## src/if_pkg.sv

```systemverilog
// shared types and constants of the instruction-fetch stage
// boot and mtvec bases are expected to be aligned to 256 bytes
// only the low 5 bits of the exception cause feed the vector
package if_pkg;

  ////////////////////////////////////////
  // widths
  ////////////////////////////////////////

  // byte address and raw fetched word
  typedef logic [31:0] addr_t;
  typedef logic [31:0] instr_t;
  // low half of the word, kept for the trap value
  typedef logic [15:0] instr_c_t;
  // interrupt number taken from the exception cause
  typedef logic [4:0]  irq_id_t;

  ////////////////////////////////////////
  // selects
  ////////////////////////////////////////

  // next fetch address source
  typedef enum logic [2:0] {
    PC_BOOT = 3'd0,
    PC_JUMP = 3'd1,
    PC_EXC  = 3'd2,
    PC_ERET = 3'd3,
    PC_DRET = 3'd4
  } pc_sel_e;

  // exception vector source
  typedef enum logic [2:0] {
    EXC_PC_EXC     = 3'd0,
    EXC_PC_IRQ     = 3'd1,
    EXC_PC_IRQ_X   = 3'd2,
    EXC_PC_DBD     = 3'd3,
    EXC_PC_DBG_EXC = 3'd4
  } exc_pc_sel_e;

  ////////////////////////////////////////
  // bundles
  ////////////////////////////////////////

  // PC control from the core's controller
  typedef struct packed {
    logic        pc_set;
    pc_sel_e     pc_mux;
    exc_pc_sel_e exc_pc_mux;
    logic [5:0]  exc_cause;
  } pc_ctrl_t;

  // CSR addresses the fetch stage can jump to
  typedef struct packed {
    addr_t mepc;
    addr_t depc;
    addr_t mtvec;
    addr_t mtvecx;
  } csr_pc_t;

  // word presented by the prefetch buffer
  typedef struct packed {
    instr_t rdata;
    addr_t  addr;
    logic   err;
    logic   err_plus2;
  } fetch_rsp_t;

  // contents of the IF-ID register
  typedef struct packed {
    instr_t   rdata;
    instr_c_t rdata_c;
    logic     is_compressed;
    logic     fetch_err;
    logic     fetch_err_plus2;
    addr_t    pc;
  } id_instr_t;

  // boot entry sits at this offset from the aligned base
  localparam logic [7:0]  BootOffset = 8'h80;
  // low address bits replaced by the vector
  localparam int unsigned VecAlign   = 8;
  // sequential increments for full and compressed words
  localparam addr_t       IncrFull   = 32'd4;
  localparam addr_t       IncrComp   = 32'd2;

endpackage

```

## src/if_pc_select.sv

```systemverilog
// next fetch address and exception vector selection, purely combinational
// the low VecAlign bits of boot_addr_i and of the mtvec bases are ignored
// bit 0 of the selected address is always forced low
module if_pc_select
  import if_pkg::*;
#(
  parameter addr_t DmHaltAddr      = 32'h1A11_0800,
  parameter addr_t DmExceptionAddr = 32'h1A11_0808
) (
  input  addr_t    boot_addr_i,
  input  pc_ctrl_t pc_ctrl_i,
  input  csr_pc_t  csr_pc_i,
  input  addr_t    branch_target_i,
  output addr_t    fetch_addr_o,
  output logic     branch_req_o,
  output logic     csr_mtvec_init_o
);

  irq_id_t irq_id;
  addr_t   exc_pc;
  addr_t   boot_pc;
  addr_t   next_pc;

  // interrupt number is the low part of the cause
  // MSB of the cause only marks irq vs exception
  assign irq_id = pc_ctrl_i.exc_cause[4:0];

  // boot entry on the aligned boot base
  assign boot_pc = {boot_addr_i[31:VecAlign], BootOffset};

  ////////////////////////////////////////
  // exception vector
  ////////////////////////////////////////

  always_comb begin
    unique case (pc_ctrl_i.exc_pc_mux)
      // synchronous trap lands on the base itself
      EXC_PC_EXC: begin
        exc_pc = {csr_pc_i.mtvec[31:VecAlign], {VecAlign{1'b0}}};
      end
      // vectored irq: base + 4 * id
      EXC_PC_IRQ: begin
        exc_pc = {csr_pc_i.mtvec[31:VecAlign], {(VecAlign - 7){1'b0}}, irq_id, 2'b00};
      end
      // extended irq uses its own base
      EXC_PC_IRQ_X: begin
        exc_pc = {csr_pc_i.mtvecx[31:VecAlign], {(VecAlign - 7){1'b0}}, irq_id, 2'b00};
      end
      // debug entry and debug exception
      EXC_PC_DBD:     exc_pc = DmHaltAddr;
      EXC_PC_DBG_EXC: exc_pc = DmExceptionAddr;
      default: begin
        exc_pc = {csr_pc_i.mtvec[31:VecAlign], {VecAlign{1'b0}}};
      end
    endcase
  end

  ////////////////////////////////////////
  // fetch address
  ////////////////////////////////////////

  always_comb begin
    unique case (pc_ctrl_i.pc_mux)
      PC_BOOT: next_pc = boot_pc;
      PC_JUMP: next_pc = branch_target_i;
      PC_EXC:  next_pc = exc_pc;
      // return from trap
      PC_ERET: next_pc = csr_pc_i.mepc;
      // return from debug
      PC_DRET: next_pc = csr_pc_i.depc;
      default: next_pc = boot_pc;
    endcase
  end

  // halfword alignment toward the prefetch buffer
  assign fetch_addr_o = {next_pc[31:1], 1'b0};

  // every PC set redirects the prefetch buffer
  assign branch_req_o = pc_ctrl_i.pc_set;

  // mtvec gets initialised on the boot jump
  assign csr_mtvec_init_o = pc_ctrl_i.pc_set & (pc_ctrl_i.pc_mux == PC_BOOT);

endmodule

```

## src/if_id_pipe.sv

```systemverilog
// IF-ID pipeline register with valid and new flags
// a word is accepted when fetch_valid_i and id_in_ready_i are both high
// data fields are undefined until the first acceptance
module if_id_pipe
  import if_pkg::*;
(
  input  logic       clk_i,
  input  logic       rst_ni,
  // prefetch buffer side
  input  logic       fetch_valid_i,
  input  fetch_rsp_t fetch_rsp_i,
  output logic       fetch_ready_o,
  // controller side
  input  logic       id_in_ready_i,
  input  logic       pc_set_i,
  input  logic       instr_valid_clear_i,
  // register write enable, seen by the PC checker
  output logic       fetch_accept_o,
  // ID stage side
  output logic       instr_valid_id_o,
  output logic       instr_new_id_o,
  output id_instr_t  id_instr_o
);

  logic      fetch_accept;
  logic      valid_d;
  logic      valid_q;
  logic      new_d;
  logic      new_q;
  id_instr_t id_instr_d;
  id_instr_t id_instr_q;

  // ID back-pressure goes straight back to the buffer
  assign fetch_ready_o = id_in_ready_i;
  assign fetch_accept  = fetch_valid_i & id_in_ready_i;

  ////////////////////////////////////////
  // flags
  ////////////////////////////////////////

  // a PC set in the same cycle squashes the incoming word
  // valid otherwise holds until cleared by the controller
  assign valid_d = (fetch_accept & ~pc_set_i) | (valid_q & ~instr_valid_clear_i);
  // new marks exactly the cycle after an acceptance
  assign new_d   = fetch_accept;

  always_ff @(posedge clk_i or negedge rst_ni) begin
    if (!rst_ni) begin
      valid_q <= 1'b0;
      new_q   <= 1'b0;
    end else begin
      valid_q <= valid_d;
      new_q   <= new_d;
    end
  end

  ////////////////////////////////////////
  // data
  ////////////////////////////////////////

  always_comb begin
    id_instr_d.rdata           = fetch_rsp_i.rdata;
    id_instr_d.rdata_c         = fetch_rsp_i.rdata[15:0];
    // RVC words are those whose two low bits are not 2'b11
    id_instr_d.is_compressed   = (fetch_rsp_i.rdata[1:0] != 2'b11);
    id_instr_d.fetch_err       = fetch_rsp_i.err;
    id_instr_d.fetch_err_plus2 = fetch_rsp_i.err_plus2;
    id_instr_d.pc              = fetch_rsp_i.addr;
  end

  // frozen while ID stalls
  always_ff @(posedge clk_i) begin
    if (fetch_accept) begin
      id_instr_q <= id_instr_d;
    end
  end

  assign fetch_accept_o   = fetch_accept;
  assign instr_valid_id_o = valid_q;
  assign instr_new_id_o   = new_q;
  assign id_instr_o       = id_instr_q;

endmodule

```

## src/if_pc_check.sv

```systemverilog
// PC sequence hardening, alerts when a sequential word is not at pc + 2/4
// the first word after reset or after any branch request is not checked
module if_pc_check
  import if_pkg::*;
(
  input  logic  clk_i,
  input  logic  rst_ni,
  // word currently presented by the prefetch buffer
  input  logic  fetch_valid_i,
  input  addr_t fetch_addr_i,
  // IF-ID write enable and redirect
  input  logic  fetch_accept_i,
  input  logic  branch_req_i,
  // last accepted word
  input  addr_t pc_id_i,
  input  logic  is_compressed_id_i,
  output logic  pc_mismatch_alert_o
);

  logic  seq_d;
  logic  seq_q;
  addr_t pc_expected;

  // set by an acceptance, cleared by any redirect
  // the clear wins when both happen together
  assign seq_d = (seq_q | fetch_accept_i) & ~branch_req_i;

  always_ff @(posedge clk_i or negedge rst_ni) begin
    if (!rst_ni) begin
      seq_q <= 1'b0;
    end else begin
      seq_q <= seq_d;
    end
  end

  // address the next word should come from
  assign pc_expected = pc_id_i + (is_compressed_id_i ? IncrComp : IncrFull);

  // only meaningful while a word is on offer
  assign pc_mismatch_alert_o = seq_q & fetch_valid_i & (fetch_addr_i != pc_expected);

endmodule

```

## src/if_stage.sv

```systemverilog
// instruction-fetch stage top level
// the prefetch buffer sits outside and presents one word at a time
// boot_addr_i and the mtvec bases are assumed 256-byte aligned
// fetch_ready_o follows id_in_ready_i, no extra handshake
module if_stage
  import if_pkg::*;
#(
  parameter addr_t DmHaltAddr      = 32'h1A11_0800,
  parameter addr_t DmExceptionAddr = 32'h1A11_0808
) (
  input  logic       clk_i,
  input  logic       rst_ni,
  // target selection inputs
  input  addr_t      boot_addr_i,
  input  pc_ctrl_t   pc_ctrl_i,
  input  csr_pc_t    csr_pc_i,
  input  addr_t      branch_target_i,
  // prefetch buffer
  output addr_t      fetch_addr_o,
  output logic       branch_req_o,
  input  logic       fetch_valid_i,
  input  fetch_rsp_t fetch_rsp_i,
  output logic       fetch_ready_o,
  // CSR file
  output logic       csr_mtvec_init_o,
  // ID stage
  input  logic       id_in_ready_i,
  input  logic       instr_valid_clear_i,
  output logic       instr_valid_id_o,
  output logic       instr_new_id_o,
  output id_instr_t  id_instr_o,
  // misc
  output addr_t      pc_if_o,
  output logic       pc_mismatch_alert_o
);

  addr_t     fetch_addr;
  logic      branch_req;
  logic      fetch_accept;
  id_instr_t id_instr;

  ////////////////////////////////////////
  // target selection
  ////////////////////////////////////////

  if_pc_select #(
    .DmHaltAddr      (DmHaltAddr),
    .DmExceptionAddr (DmExceptionAddr)
  ) u_pc_select (
    .boot_addr_i      (boot_addr_i),
    .pc_ctrl_i        (pc_ctrl_i),
    .csr_pc_i         (csr_pc_i),
    .branch_target_i  (branch_target_i),
    .fetch_addr_o     (fetch_addr),
    .branch_req_o     (branch_req),
    .csr_mtvec_init_o (csr_mtvec_init_o)
  );

  ////////////////////////////////////////
  // IF-ID register
  ////////////////////////////////////////

  // pc_set squashes whatever is accepted alongside it
  if_id_pipe u_id_pipe (
    .clk_i               (clk_i),
    .rst_ni              (rst_ni),
    .fetch_valid_i       (fetch_valid_i),
    .fetch_rsp_i         (fetch_rsp_i),
    .fetch_ready_o       (fetch_ready_o),
    .id_in_ready_i       (id_in_ready_i),
    .pc_set_i            (pc_ctrl_i.pc_set),
    .instr_valid_clear_i (instr_valid_clear_i),
    .fetch_accept_o      (fetch_accept),
    .instr_valid_id_o    (instr_valid_id_o),
    .instr_new_id_o      (instr_new_id_o),
    .id_instr_o          (id_instr)
  );

  ////////////////////////////////////////
  // PC sequence check
  ////////////////////////////////////////

  // compares the presented word against the registered one
  if_pc_check u_pc_check (
    .clk_i               (clk_i),
    .rst_ni              (rst_ni),
    .fetch_valid_i       (fetch_valid_i),
    .fetch_addr_i        (fetch_rsp_i.addr),
    .fetch_accept_i      (fetch_accept),
    .branch_req_i        (branch_req),
    .pc_id_i             (id_instr.pc),
    .is_compressed_id_i  (id_instr.is_compressed),
    .pc_mismatch_alert_o (pc_mismatch_alert_o)
  );

  assign fetch_addr_o = fetch_addr;
  assign branch_req_o = branch_req;
  assign id_instr_o   = id_instr;
  // PC of the word currently in IF
  assign pc_if_o      = fetch_rsp_i.addr;

endmodule

```

## config.mk

```make
export PLATFORM = sky130hd
export DESIGN_NAME = if_stage
export DESIGN_NICKNAME = d
export VERILOG_FILES = /design/src/if_pkg.sv /design/src/if_pc_select.sv /design/src/if_id_pipe.sv /design/src/if_pc_check.sv /design/src/if_stage.sv
export SDC_FILE = /design/constraint.sdc
export NUM_CORES = 1
export LEC_CHECK = 0
export ABC_AREA = 1
export BUFFER_PORTS_ARGS = -buffer_cell sky130_fd_sc_hd__buf_2
export CAP_MARGIN = 40
export CORE_AREA = 2 2 165 167
export CTS_BUF_LIST = sky130_fd_sc_hd__clkbuf_4 sky130_fd_sc_hd__clkbuf_8
export DETAILED_ROUTE_END_ITERATION = 8
export DIE_AREA = 0 0 167 169
export SETUP_SLACK_MARGIN = 0.4
export SKIP_LAST_GASP = 1
export SLEW_MARGIN = 25
export SYNTH_ARGS = -nofsm -noshare
export SYNTH_HDL_FRONTEND = slang
export SYNTH_HIERARCHICAL = 1
export SYNTH_SLANG_ARGS = --single-unit
```

## constraint.sdc

```tcl
create_clock -name clk_i -period 5.3 [get_ports clk_i]
set_input_delay 1.325 -clock clk_i [delete_from_list [all_inputs] [get_ports clk_i]]
set_output_delay 1.325 -clock clk_i [all_outputs]
set_load 0.01 [all_outputs]
```

# == After elaboration in Yosys (flattened, before gate mapping) ==
# Cells that the tools add are included.
# totals
ff_bits,86
latchBits,0
ramBits,0
mem_bits_ro,0
inputBits,276
output_inout_bits,153
memories,0
# op_classes
add_sub_neg,1
mul,0
n_div,0
magnitude_cmp,0
n_eq_ne,10
shift,0
n_mux,3
n_bitwise,11
reduce_logical,1
# ops
cell,count
32-bit one-hot mux with 4 select lines,2
32-bit adder,1
32-bit != test,1
3-bit by 2-bit equality test with 1-bit output (second input constant),4
1-bit bitwise AND,7
3-bit by 1-bit equality test with 1-bit output (second input constant),2
3-bit equality test (second input constant),2
3-bit logical NOT,1
3-bit 2-to-1 mux,1
2-bit != test (second input constant),1
1-bit inverter,2
1-bit bitwise OR,2

# == Logic depth before layout (Yosys ltp) ==
# Gate-level depths: netlist (run 1).
# depth
depth_word,4
depth_mapped,17
depth_no_buf,17

# == Cells and area by module ==
# Netlist (run 1), hierarchy kept.
# modules_own_cells
mod,n_inst,cells_each,area_each_um2,seq_area_each_um2
if_id_pipe,1,94,2220.9,2062.0
if_pc_select,1,429,1909.3,0.0
if_pc_check,1,320,1560.2,25.0
if_stage,1,32,240.2,0.0

# == Least setup slack after synthesis (run 1) ==
# No wires, ideal clock.
# synth_timing
path_kind,input-to-output
startpoint,input pc_ctrl_i[6] (netlist name)
endpoint,output fetch_addr_o[16]
t_arrival_ps,2207
t_required_ps,3975
setup_slack_ps,1768
path_stages,9
path_cell_list,buf_6 > nand3_2 > nand2_2 > inv_2 > buf_6 > nand3_2 > nand2_1 > nand2_1 > a21oi_1
# synth_via
elab_chain_len,3
word_cells_on_any_way,6
cone_classes,eq/ne: 4; mux: 2
# synth_rtl
item,line,source
from (decl),if_stage.sv:15,"input pc_ctrl_t pc_ctrl_i,"
"3-bit equality test, or another cell as far along",if_pc_select.sv:36,unique case (pc_ctrl_i.exc_pc_mux)
32-bit one-hot mux with 4 select lines *,if_pc_select.sv:36,
32-bit one-hot mux with 4 select lines *,if_pc_select.sv:63,unique case (pc_ctrl_i.pc_mux)
to (decl),if_stage.sv:19,"output addr_t fetch_addr_o,"
# Mark *: on every way between the ends. The rest lies on a longest branch, timed or not.

# == Worst setup path after layout (run 1) ==
# layout_timing
startpoint,input pc_ctrl_i[7] (netlist name)
endpoint,output fetch_addr_o[27]
# Same word-level chain as after synthesis.

==> impl_metrics.env, run 1 <==
export IMPL_antenna_found_initial=2
export IMPL_h_tree_depth=3
export IMPL_syn_area_um2=5931
export IMPL_use_met1_pct=20.72
export IMPL_synth_edf_count=67
export IMPL_yosysUniqueCellTypes=32
export IMPL_leakage_nw=4.178
export IMPL_via_per_inst=4.285
export IMPL_period_share_pct=83.46
export IMPL_clk_pin_slew_ps=80
export IMPL_yosys_area_top_type="edfxtp_1"
export IMPL_crit_path_start_kind="input port"
export IMPL_worstPathRequired_ps=3970
export IMPL_hold_viol=0
export IMPL_fin_nets=1496
export IMPL_drc=0
export IMPL_totalWireLength_um=22140
export IMPL_synth_ff_type="edfxtp_1"
export IMPL_ant_nets=0
export IMPL_rsz0062_at_grt="false"
export IMPL_final_cell_count_no_fill=1565
export IMPL_fill_cells=2987
export IMPL_fmax_mhz=226.1
export IMPL_syn_nets=1154
export IMPL_initial_utilization_pct=22.38
export IMPL_top_usage_layer="met2"
export IMPL_gp_congestion=0.8375
export IMPL_wl_per_cell_um=14.15
export IMPL_postSynth_asyncResetShare_pct=4.286
export IMPL_die_x_um=167
export IMPL_drv_cap=0
export IMPL_numClockSinks=70
export IMPL_grt_max_degree=33
export IMPL_dp_final_hpwl_um=18320
export IMPL_critPathKind="input port to output port"
export IMPL_hp_class="flip-flop to flip-flop"
export IMPL_syn_avg_cell_area_um2=6.778
export IMPL_post_synth_inst_count=875
export IMPL_worstMarginPinSlew_ps=760.3
export IMPL_vias=6706
export IMPL_yosys_warnings=6
export IMPL_dieHeight_um=169
export IMPL_synth_top_area_share_pct=33.92
export IMPL_cts_tree="done"
export IMPL_clockBufferDepth=2
export IMPL_cts_root_buf="clkbuf_8"
export IMPL_track_usage_pct=14.65
export IMPL_synth_area_top_cells="edfxtp_1 34%, nand2_1 24%, buf_4 6.8%"
export IMPL_tns_ps=0
export IMPL_insertion_delay_ps=360
export IMPL_setup_viol=0
export IMPL_worstPathMaxFanout=24
export IMPL_ys_seq_elements=70
export IMPL_first_global_vias=5938
export IMPL_core_rowCount=60
export IMPL_period_minus_slack_ps=4423
export IMPL_ios=429
export IMPL_critPathArrivalTime_ps=3100
export IMPL_synth_most_common_cell="nand2_1"
export IMPL_status="complete, no violations"
export IMPL_grt_pass1_wl_um=32610
export IMPL_power_density_nw_per_um2=193.9
export IMPL_slew_viol_final=0
export IMPL_postCtsSetupBuffers=0
export IMPL_gr_usage_met3_pct=2.899
export IMPL_fp_coreArea_um2=26500
export IMPL_worst_hold_slack_ps=496.1
export IMPL_area_delta_synth_final_pct=35.51
export IMPL_cts_resized=0
export IMPL_critPathCaptureType="output port"
export IMPL_dp_cells=1547
export IMPL_dr_first_iter_drc_count=456
export IMPL_fin_total_pwr_mw=1.558
export IMPL_drive_gt1_share_pct=37.56
export IMPL_fin_skew_ps=0
export IMPL_cts_hold_buf=0
export IMPL_port_buffer_count=399
export IMPL_synth_top_cells_by_count="373 x nand2_1, 88 x inv_1, 78 x nor2_1"
export IMPL_overflow=0
export IMPL_grt_use_met2_pct=22.94
export IMPL_die_area_um2=28220
export IMPL_first_pass_iters=5
export IMPL_numCtsBuffers=9
export IMPL_vdd_drop_max_v=0.0001142
export IMPL_relSlewSlack_pct=49.12
export IMPL_synth_seq_area_share_pct=35.19
==> cell families after synthesis <==
family                   after synthesis  share of synthesized area [%]
AO/OA/AOI/OAI                         16                          1.582
buffers and inverters                173                          15.49
XOR/XNOR                              25                          3.692
other                                  1                        0.06323
flip-flops                            70                          35.19
AND/OR/NAND/NOR                      587                          43.23
adder cells (fa/ha/maj)                3                         0.7594
==> metal layers <==
layer,wire [µm],part of all wire [%]
met4,333,1.5
met3,1697,7.7
met2,10260,46
met5,15,0.068
met1,9833,44
==> sequential cells by signal, indices dropped and copies added (netlist names) <==
register                    cells
u_id_pipe/id_instr_o           67
u_id_pipe/instr_new_id_o        1
u_id_pipe/instr_valid_id_o      1
u_pc_check/seq_q                1
==> area by class of cell <==
cell class	instances	area, µm²	share of cell area, %
Multi-Input combinational cell	632	2930	36.46
Sequential cell	70	2087	25.97
Timing Repair Buffer	405	2042	25.41
Tap cell	341	426.7	5.309
Inverter	99	371.6	4.624
Clock buffer	9	123.9	1.541
Clock inverter	7	50.05	0.6228
Antenna cell	2	5.005	0.06228
==> final timing paths <==
check                                                startpoint                                   end  slack, ps  cells after the start
max                                                pc_ctrl_i[7]                      fetch_addr_o[27]        880                     10
min                        u_id_pipe/instr_valid_id_o$_DFF_PN0_  u_id_pipe/instr_valid_id_o$_DFF_PN0_        500                      2
max reg2reg                          u_pc_check/seq_q$_DFF_PN0_            u_pc_check/seq_q$_DFF_PN0_       4650                      2
min reg2reg                u_id_pipe/instr_valid_id_o$_DFF_PN0_  u_id_pipe/instr_valid_id_o$_DFF_PN0_        500                      2
max in group asynchronous                                rst_ni    u_id_pipe/instr_new_id_o$_DFF_PN0_       4450                      1
min in group asynchronous                                rst_ni            u_pc_check/seq_q$_DFF_PN0_        740                      1
==> report_power, final <==
group          switching [mW]  internal (mW)
Combinational           0.278          0.198
Sequential             0.0311          0.648
Clock                   0.232          0.170
==> critical path, stage by stage <==
cell and delay, ps:
buf_2 230, inv_1 190, nand3_2 120, nand2_2 140, inv_2 410, nand3_1 120, nand2_1 160, nand2_1 80
a21oi_1 160, buf_2 160
==> placed cells by master (no fill, tap or decap), drive strengths merged <==
cell type / Yosys / routed
fa: 1 / 1
nand3b: 6 / 6
nand2: 381 / 381
o21ai: 7 / 7
dfrtp: 3 / 3
edfxtp: 67 / 67
clkbuf: 2 / 9
clkinv: 0 / 4
o21bai: 1 / 1
xor2: 15 / 15
buf: 72 / 405
conb: 1 / 1
nor3: 2 / 2
inv: 99 / 100
nand3: 65 / 65
nor2: 87 / 87
nand4: 45 / 45
clkinvlp: 0 / 2
xnor2: 10 / 10
or2: 1 / 1
diode: 0 / 2
a21oi: 8 / 8
ha: 2 / 2
==> per-stage QoR <==
| stage | cell area (µm²) | setup slack [ps] | utilization, % |
|---|---|---|---|
| final | 8036 | 876.5 | 30.33 |
| after global routing | 8034 | 646.1 | 30.32 |
| after CTS | 8031 | 909.8 | 30.31 |
| after detailed placement | 7858 | 921.5 | 29.65 |
| after global placement | 7858 | 952.3 | 29.65 |
| after floorplan | 5931 | 1768 | - |
No activity file was read; power rests on OpenSTA's default activity.
==> run 2: changes to the inputs <==
- CORE_AREA: 2 2 165 167 -> 2 2 166 168
- DIE_AREA: 0 0 167 169 -> 0 0 168 170
- clock period: 5.3 -> 4.2 ns (I/O delays scaled with it)
==> run 2 against run 1 <==
Compared with the run above:
- die area increased by 1.2%
- via count grew 0.79%
- design area increased by 1.1%
- non-clock buffer count is 4 higher
- sequential power grew 26%
- first-iteration DRC count grew 19%
- clock power increased by 26%
- critical path depth is 8 higher
- highest routed layer is now met4
==> impl_metrics.env, run 2 (synthesis gave the netlist of run 1 again) <==
export IMPL_fmax_mhz=263.0
export IMPL_critPathCaptureType="output port"
export IMPL_period_minus_slack_ps=3803
export IMPL_slew_viol_final=0
export IMPL_rsz0062_at_grt="true"
export IMPL_worst_hold_slack_ps=467.7
export IMPL_wl_per_cell_um=14.45
export IMPL_dp_final_hpwl_um=18520
export IMPL_worstMarginPinSlew_ps=701.3
export IMPL_clockBufferDepth=2
export IMPL_leakage_nw=4.211
export IMPL_via_per_inst=4.311
export IMPL_fp_coreArea_um2=26650
export IMPL_period_share_pct=90.54
export IMPL_ant_nets=0
export IMPL_hold_viol=0
export IMPL_track_usage_pct=14.66
export IMPL_pwr_share_seq_pct=43.1
export IMPL_core_rowCount=60
export IMPL_initial_utilization_pct=22.25
export IMPL_vias=6759
export IMPL_relSlewSlack_pct=53.24
export IMPL_die_area_um2=28560
export IMPL_cts_tree="done"
export IMPL_numClockSinks=70
export IMPL_grt_max_degree=58
export IMPL_p_comb_share_pct=31.3
export IMPL_status="complete, no violations"
export IMPL_final_cell_mix="398 x buf_2, 372 x nand2_1, 85 x inv_1, 77 x nor2_1, 67 x edfxtp_1"
export IMPL_die_x_um=168
export IMPL_numCtsBuffers=9
export IMPL_vdd_drop_max_v=0.0001680
export IMPL_ios=429
export IMPL_dieHeight_um=170
export IMPL_clk_pin_slew_ps=90
export IMPL_drv_cap=0
export IMPL_worstPathMaxFanout=2
export IMPL_setup_viol=0
export IMPL_critPathKind="flip-flop to output port"
export IMPL_antennaDiodeCount=0
export IMPL_largest_reg_flops=67
export IMPL_power_density_nw_per_um2=244.3
export IMPL_first_pass_iters=5
export IMPL_port_buffer_count=399
export IMPL_fin_total_pwr_mw=1.985
export IMPL_crit_path_start_kind="flip-flop"
export IMPL_p_clk_share_pct=25.5
export IMPL_drive_gt1_share_pct=38.55
export IMPL_tns_ps=0
export IMPL_p_int_mw=1.297
export IMPL_fin_skew_ps=0
export IMPL_worstPathRequired_ps=3150
export IMPL_hp_class="input port to asynchronous set/reset pin"
export IMPL_layout_commonest_cell="buf_2"
export IMPL_gp_congestion=0.8645
export IMPL_first_global_vias=6194
export IMPL_cts_hold_buf=0
export IMPL_p_sw_share_pct=34.64
export IMPL_critPathArrivalTime_ps=2750
export IMPL_overflow=0
export IMPL_totalWireLength_um=22660
export IMPL_drc=0
export IMPL_antenna_found_initial=0
export IMPL_area_delta_synth_final_pct=37.03
export IMPL_grt_pass1_wl_um=33000
export IMPL_switching_power_mw=0.6876
export IMPL_dr_first_iter_drc_count=543
export IMPL_cts_root_buf="clkbuf_8"
export IMPL_fin_nets=1501
export IMPL_h_tree_depth=3
export IMPL_insertion_delay_ps=360
run 2: critical path, stage by stage, from the launching register on:
cell and delay, ps:
edfxtp_1 410, ha_2 210, inv_1 60, fa_2 440, nand2_1 80, inv_1 40
nor2_1 70, nand3_1 120, nor2_1 120, nand2_1 60, nor2_1 80, nand2_1 70
nor2_1 90, nand2_1 80, nor2_2 100, nand3_2 140, nand2_2 80, inv_1 40
buf_2 130
run 2: final timing paths:
check	start	end	slack (ps)	cells past startpoint
max in group asynchronous	rst_ni	u_pc_check/seq_q$_DFF_PN0_	3620	1
worst max-delay path	u_id_pipe/id_instr_o[1]$_DFFE_PP_	pc_mismatch_alert_o	400	18
worst min-delay path	rst_ni	u_id_pipe/instr_valid_id_o$_DFF_PN0_	470	1
worst min register to register	u_id_pipe/instr_valid_id_o$_DFF_PN0_	u_id_pipe/instr_valid_id_o$_DFF_PN0_	490	2
min in group clk_i	u_id_pipe/instr_valid_id_o$_DFF_PN0_	u_id_pipe/instr_valid_id_o$_DFF_PN0_	490	2
worst max register to register	u_pc_check/seq_q$_DFF_PN0_	u_pc_check/seq_q$_DFF_PN0_	3570	2
run 2: per-stage QoR:
step           utilization (%)  setup slack [ps]  std cells  area, µm²
3_3_place_gp             29.61             498.5       1548       7890
5_1_grt                  30.49             106.7       1568       8127
3_5_place_dp             29.61             469.1       1548       7890
4_1_cts                  30.35             335.5       1565       8088
6_report                 30.49             397.2       1568       8127
2_1_floorplan                -              1032        875       5931
run 2: power by group through the flow:
stage | clock (mW) | combinational (mW) | sequential [mW]
2_1_floorplan | 0 | 0.323 | 0.889
3_3_place_gp | 0 | 0.606 | 0.871
3_5_place_dp | 0 | 0.610 | 0.872
4_1_cts | 0.535 | 0.615 | 0.857
5_1_grt | 0.562 | 0.687 | 0.863
6_report | 0.507 | 0.622 | 0.856
run 2: timing repair:
item / CTS / global route
buffers inserted: 1 / 2
endpoints found under the setup margin: 1 / 11
gates resized for setup: 3 / 6
gates cloned: 0 / 1
endpoints found under the hold margin: 0 / 0
pin swaps: 1 / 3
run 2: layout make-up:
type                    instances  area, µm²
fillers                      2901      18520
multi-input cells             633       2958
repair buffers                409       2100
flip-flops and latches         70       2087
well taps                     341      426.7
inverters                      99      375.4
clock buffers                   9      123.9
clock inverters                 7      56.30
run 2: layer usage:
metal | GRT usage, % | part of all wire [%] | vias to the layer above
met3 | 2.674 | 6.9 | 35
met1 | 20.78 | 46 | 3027
li1 | - | - | 3416
met4 | 4.650 | 2.1 | 0
met5 | 0 | 0 | -
met2 | 22.49 | 45 | 281
==> run 3: changes to the inputs <==
- SLEW_MARGIN: 25 -> 20
- clock period: 4.2 -> 3.75 ns (I/O delays scaled with it)
==> run 3 against run 2 <==
Compared with the run above:
- clock skew stayed put
- first-iteration DRC count is 12% lower
- global-route usage hardly changed
- count of clock-buffer cells in the layout stayed put
- hold slack worse by 120 ps
- setup slack worse by 340 ps
- sequential share of layout area is 0.46 points lower
- critical endpoint unchanged
- largest power group unchanged
- highest routed layer unchanged
==> impl_metrics.env, run 3 (synthesis gave the netlist of run 1 again) <==
export IMPL_cts_tree="done"
export IMPL_first_global_vias=6077
export IMPL_fmax_mhz=271.1
export IMPL_largest_reg_flops=67
export IMPL_vias=6854
export IMPL_crit_path_start_kind="flip-flop"
export IMPL_dpl_cell_area_um2=7933
export IMPL_critPathCaptureType="output port"
export IMPL_hold_viol=0
export IMPL_dp_cells=1552
export IMPL_die_x_um=168
export IMPL_slew_viol_final=0
export IMPL_numCtsBuffers=9
export IMPL_ant_nets=0
export IMPL_period_share_pct=98.35
export IMPL_drv_cap=0
export IMPL_relSlewSlack_pct=62.24
export IMPL_drc=0
export IMPL_area_delta_synth_final_pct=39.54
export IMPL_status="complete, no violations"
export IMPL_h_tree_depth=3
export IMPL_drive_gt1_share_pct=39.45
export IMPL_first_pass_iters=5
export IMPL_grt_max_degree=44
export IMPL_dp_slack_ps=272.3
export IMPL_clockBufferDepth=2
export IMPL_gr_usage_met3_pct=2.605
export IMPL_final_cell_mix="397 x buf_2, 372 x nand2_1, 83 x inv_1, 77 x nor2_1, 67 x edfxtp_1"
export IMPL_power_density_nw_per_um2=273.0
export IMPL_fin_skew_ps=0
export IMPL_worstMarginPinSlew_ps=565.6
export IMPL_vdd_drop_max_v=0.0001717
export IMPL_critPathArrivalTime_ps=2750
export IMPL_via_per_inst=4.330
export IMPL_core_rowCount=60
export IMPL_fill_cells=2981
export IMPL_cts_root_buf="clkbuf_8"
export IMPL_antenna_found_initial=0
export IMPL_hp_class="input port to asynchronous set/reset pin"
export IMPL_setup_viol=0
export IMPL_top_usage_layer="met2"
export IMPL_dieHeight_um=170
export IMPL_totalWireLength_um=22560
export IMPL_critPathKind="flip-flop to output port"
export IMPL_fp_coreArea_um2=26650
export IMPL_die_area_um2=28560
export IMPL_dr_first_iter_drc_count=477
export IMPL_fin_nets=1516
export IMPL_leakage_nw=4.275
export IMPL_worst_hold_slack_ps=351.9
export IMPL_layout_commonest_cell="buf_2"
export IMPL_fin_ws_ps=61.83
export IMPL_grt_use_met2_pct=22.46
export IMPL_ios=429
export IMPL_use_met1_pct=21.14
export IMPL_track_usage_pct=14.67
export IMPL_worstPathMaxFanout=8
export IMPL_final_area_um2=8275
export IMPL_insertion_delay_ps=370
export IMPL_antennaDiodeCount=0
export IMPL_overflow=0
export IMPL_clk_pin_slew_ps=90
export IMPL_period_minus_slack_ps=3688
export IMPL_worstPathRequired_ps=2810
export IMPL_dp_final_hpwl_um=18690
export IMPL_rsz0062_at_grt="true"
export IMPL_grt_pass1_wl_um=32770
export IMPL_numClockSinks=70
export IMPL_gp_congestion=0.8912
export IMPL_wl_per_cell_um=14.25
export IMPL_tns_ps=0
export IMPL_port_buffer_count=399
export IMPL_final_cell_count_no_fill=1583
export IMPL_initial_utilization_pct=22.25
run 3: cell count changes in the layout (fill, tap and decap cells not counted), moves of 2 or more:
cell and delta:
inv_4 +2, inv_2 -2, buf_4 +14, inv_1 -2, clkinv_4 -2, clkinvlp_4 +3
run 3: layer usage:
metal | routed length (µm) | part of all wire [%]
met5 | 0 | 0
met4 | 352 | 1.6
met3 | 1819 | 8.1
met2 | 10390 | 46
met1 | 9991 | 44
run 3: final timing paths:
kind	cells after the start	slack (ps)	start	end
min in group clk_i	2	490	u_id_pipe/instr_valid_id_o$_DFF_PN0_	u_id_pipe/instr_valid_id_o$_DFF_PN0_
max in group asynchronous	1	3280	rst_ni	u_pc_check/seq_q$_DFF_PN0_
worst max-delay path	19	60	u_id_pipe/id_instr_o[34]$_DFFE_PP_	pc_mismatch_alert_o
worst min-delay path	1	350	rst_ni	u_id_pipe/instr_valid_id_o$_DFF_PN0_
worst max register to register	2	3110	u_pc_check/seq_q$_DFF_PN0_	u_pc_check/seq_q$_DFF_PN0_
worst min register to register	2	490	u_id_pipe/instr_valid_id_o$_DFF_PN0_	u_id_pipe/instr_valid_id_o$_DFF_PN0_
run 3: per-stage QoR:
stage | power (mW) | utilization, %
floorplan | 1.358 | -
global placement | 1.662 | 29.77
detailed placement | 1.668 | 29.77
CTS | 2.271 | 30.56
global route | 2.394 | 31.05
finish | 2.259 | 31.05
run 3: critical path, cell delays in order, from the launching register on:
cell      delay, ps
edfxtp_1        380
buf_4           130
inv_1            40
ha_1            260
nand3_1          70
nand2_2         190
nand2_1         190
nor2_2          160
nand2_1          60
nand2_1          70
nand2_1          50
nand2_1          60
nand2_1          50
inv_1            40
nand2_1          40
nor2_1          170
nand3_2         170
nand2_2          90
inv_1            30
buf_2           130
run 3: final cells by class:
class / instances / area [µm²] / area share [%]
Clock buffer: 9 / 123.9 / 1.497
Clock inverter: 7 / 55.05 / 0.6653
Inverter: 99 / 387.9 / 4.687
Multi-Input combinational cell: 632 / 2949 / 35.64
Sequential cell: 70 / 2087 / 25.22
Tap cell: 341 / 426.7 / 5.156
Timing Repair Buffer: 425 / 2246 / 27.14
run 3: power by group:
group	switching (mW)	total, mW	internal, mW	leakage [nW]
Combinational	0.409	0.712	0.303	3.51
Sequential	0.0426	0.959	0.916	0.669
Clock	0.339	0.588	0.249	0.0923
run 3: what timing repair did:
item	4_1_cts	5_1_grt
gates resized for setup	7	10
setup endpoints to repair	8	25
setup buffers	2	13
hold buffers	0	0
pin swaps	0	2
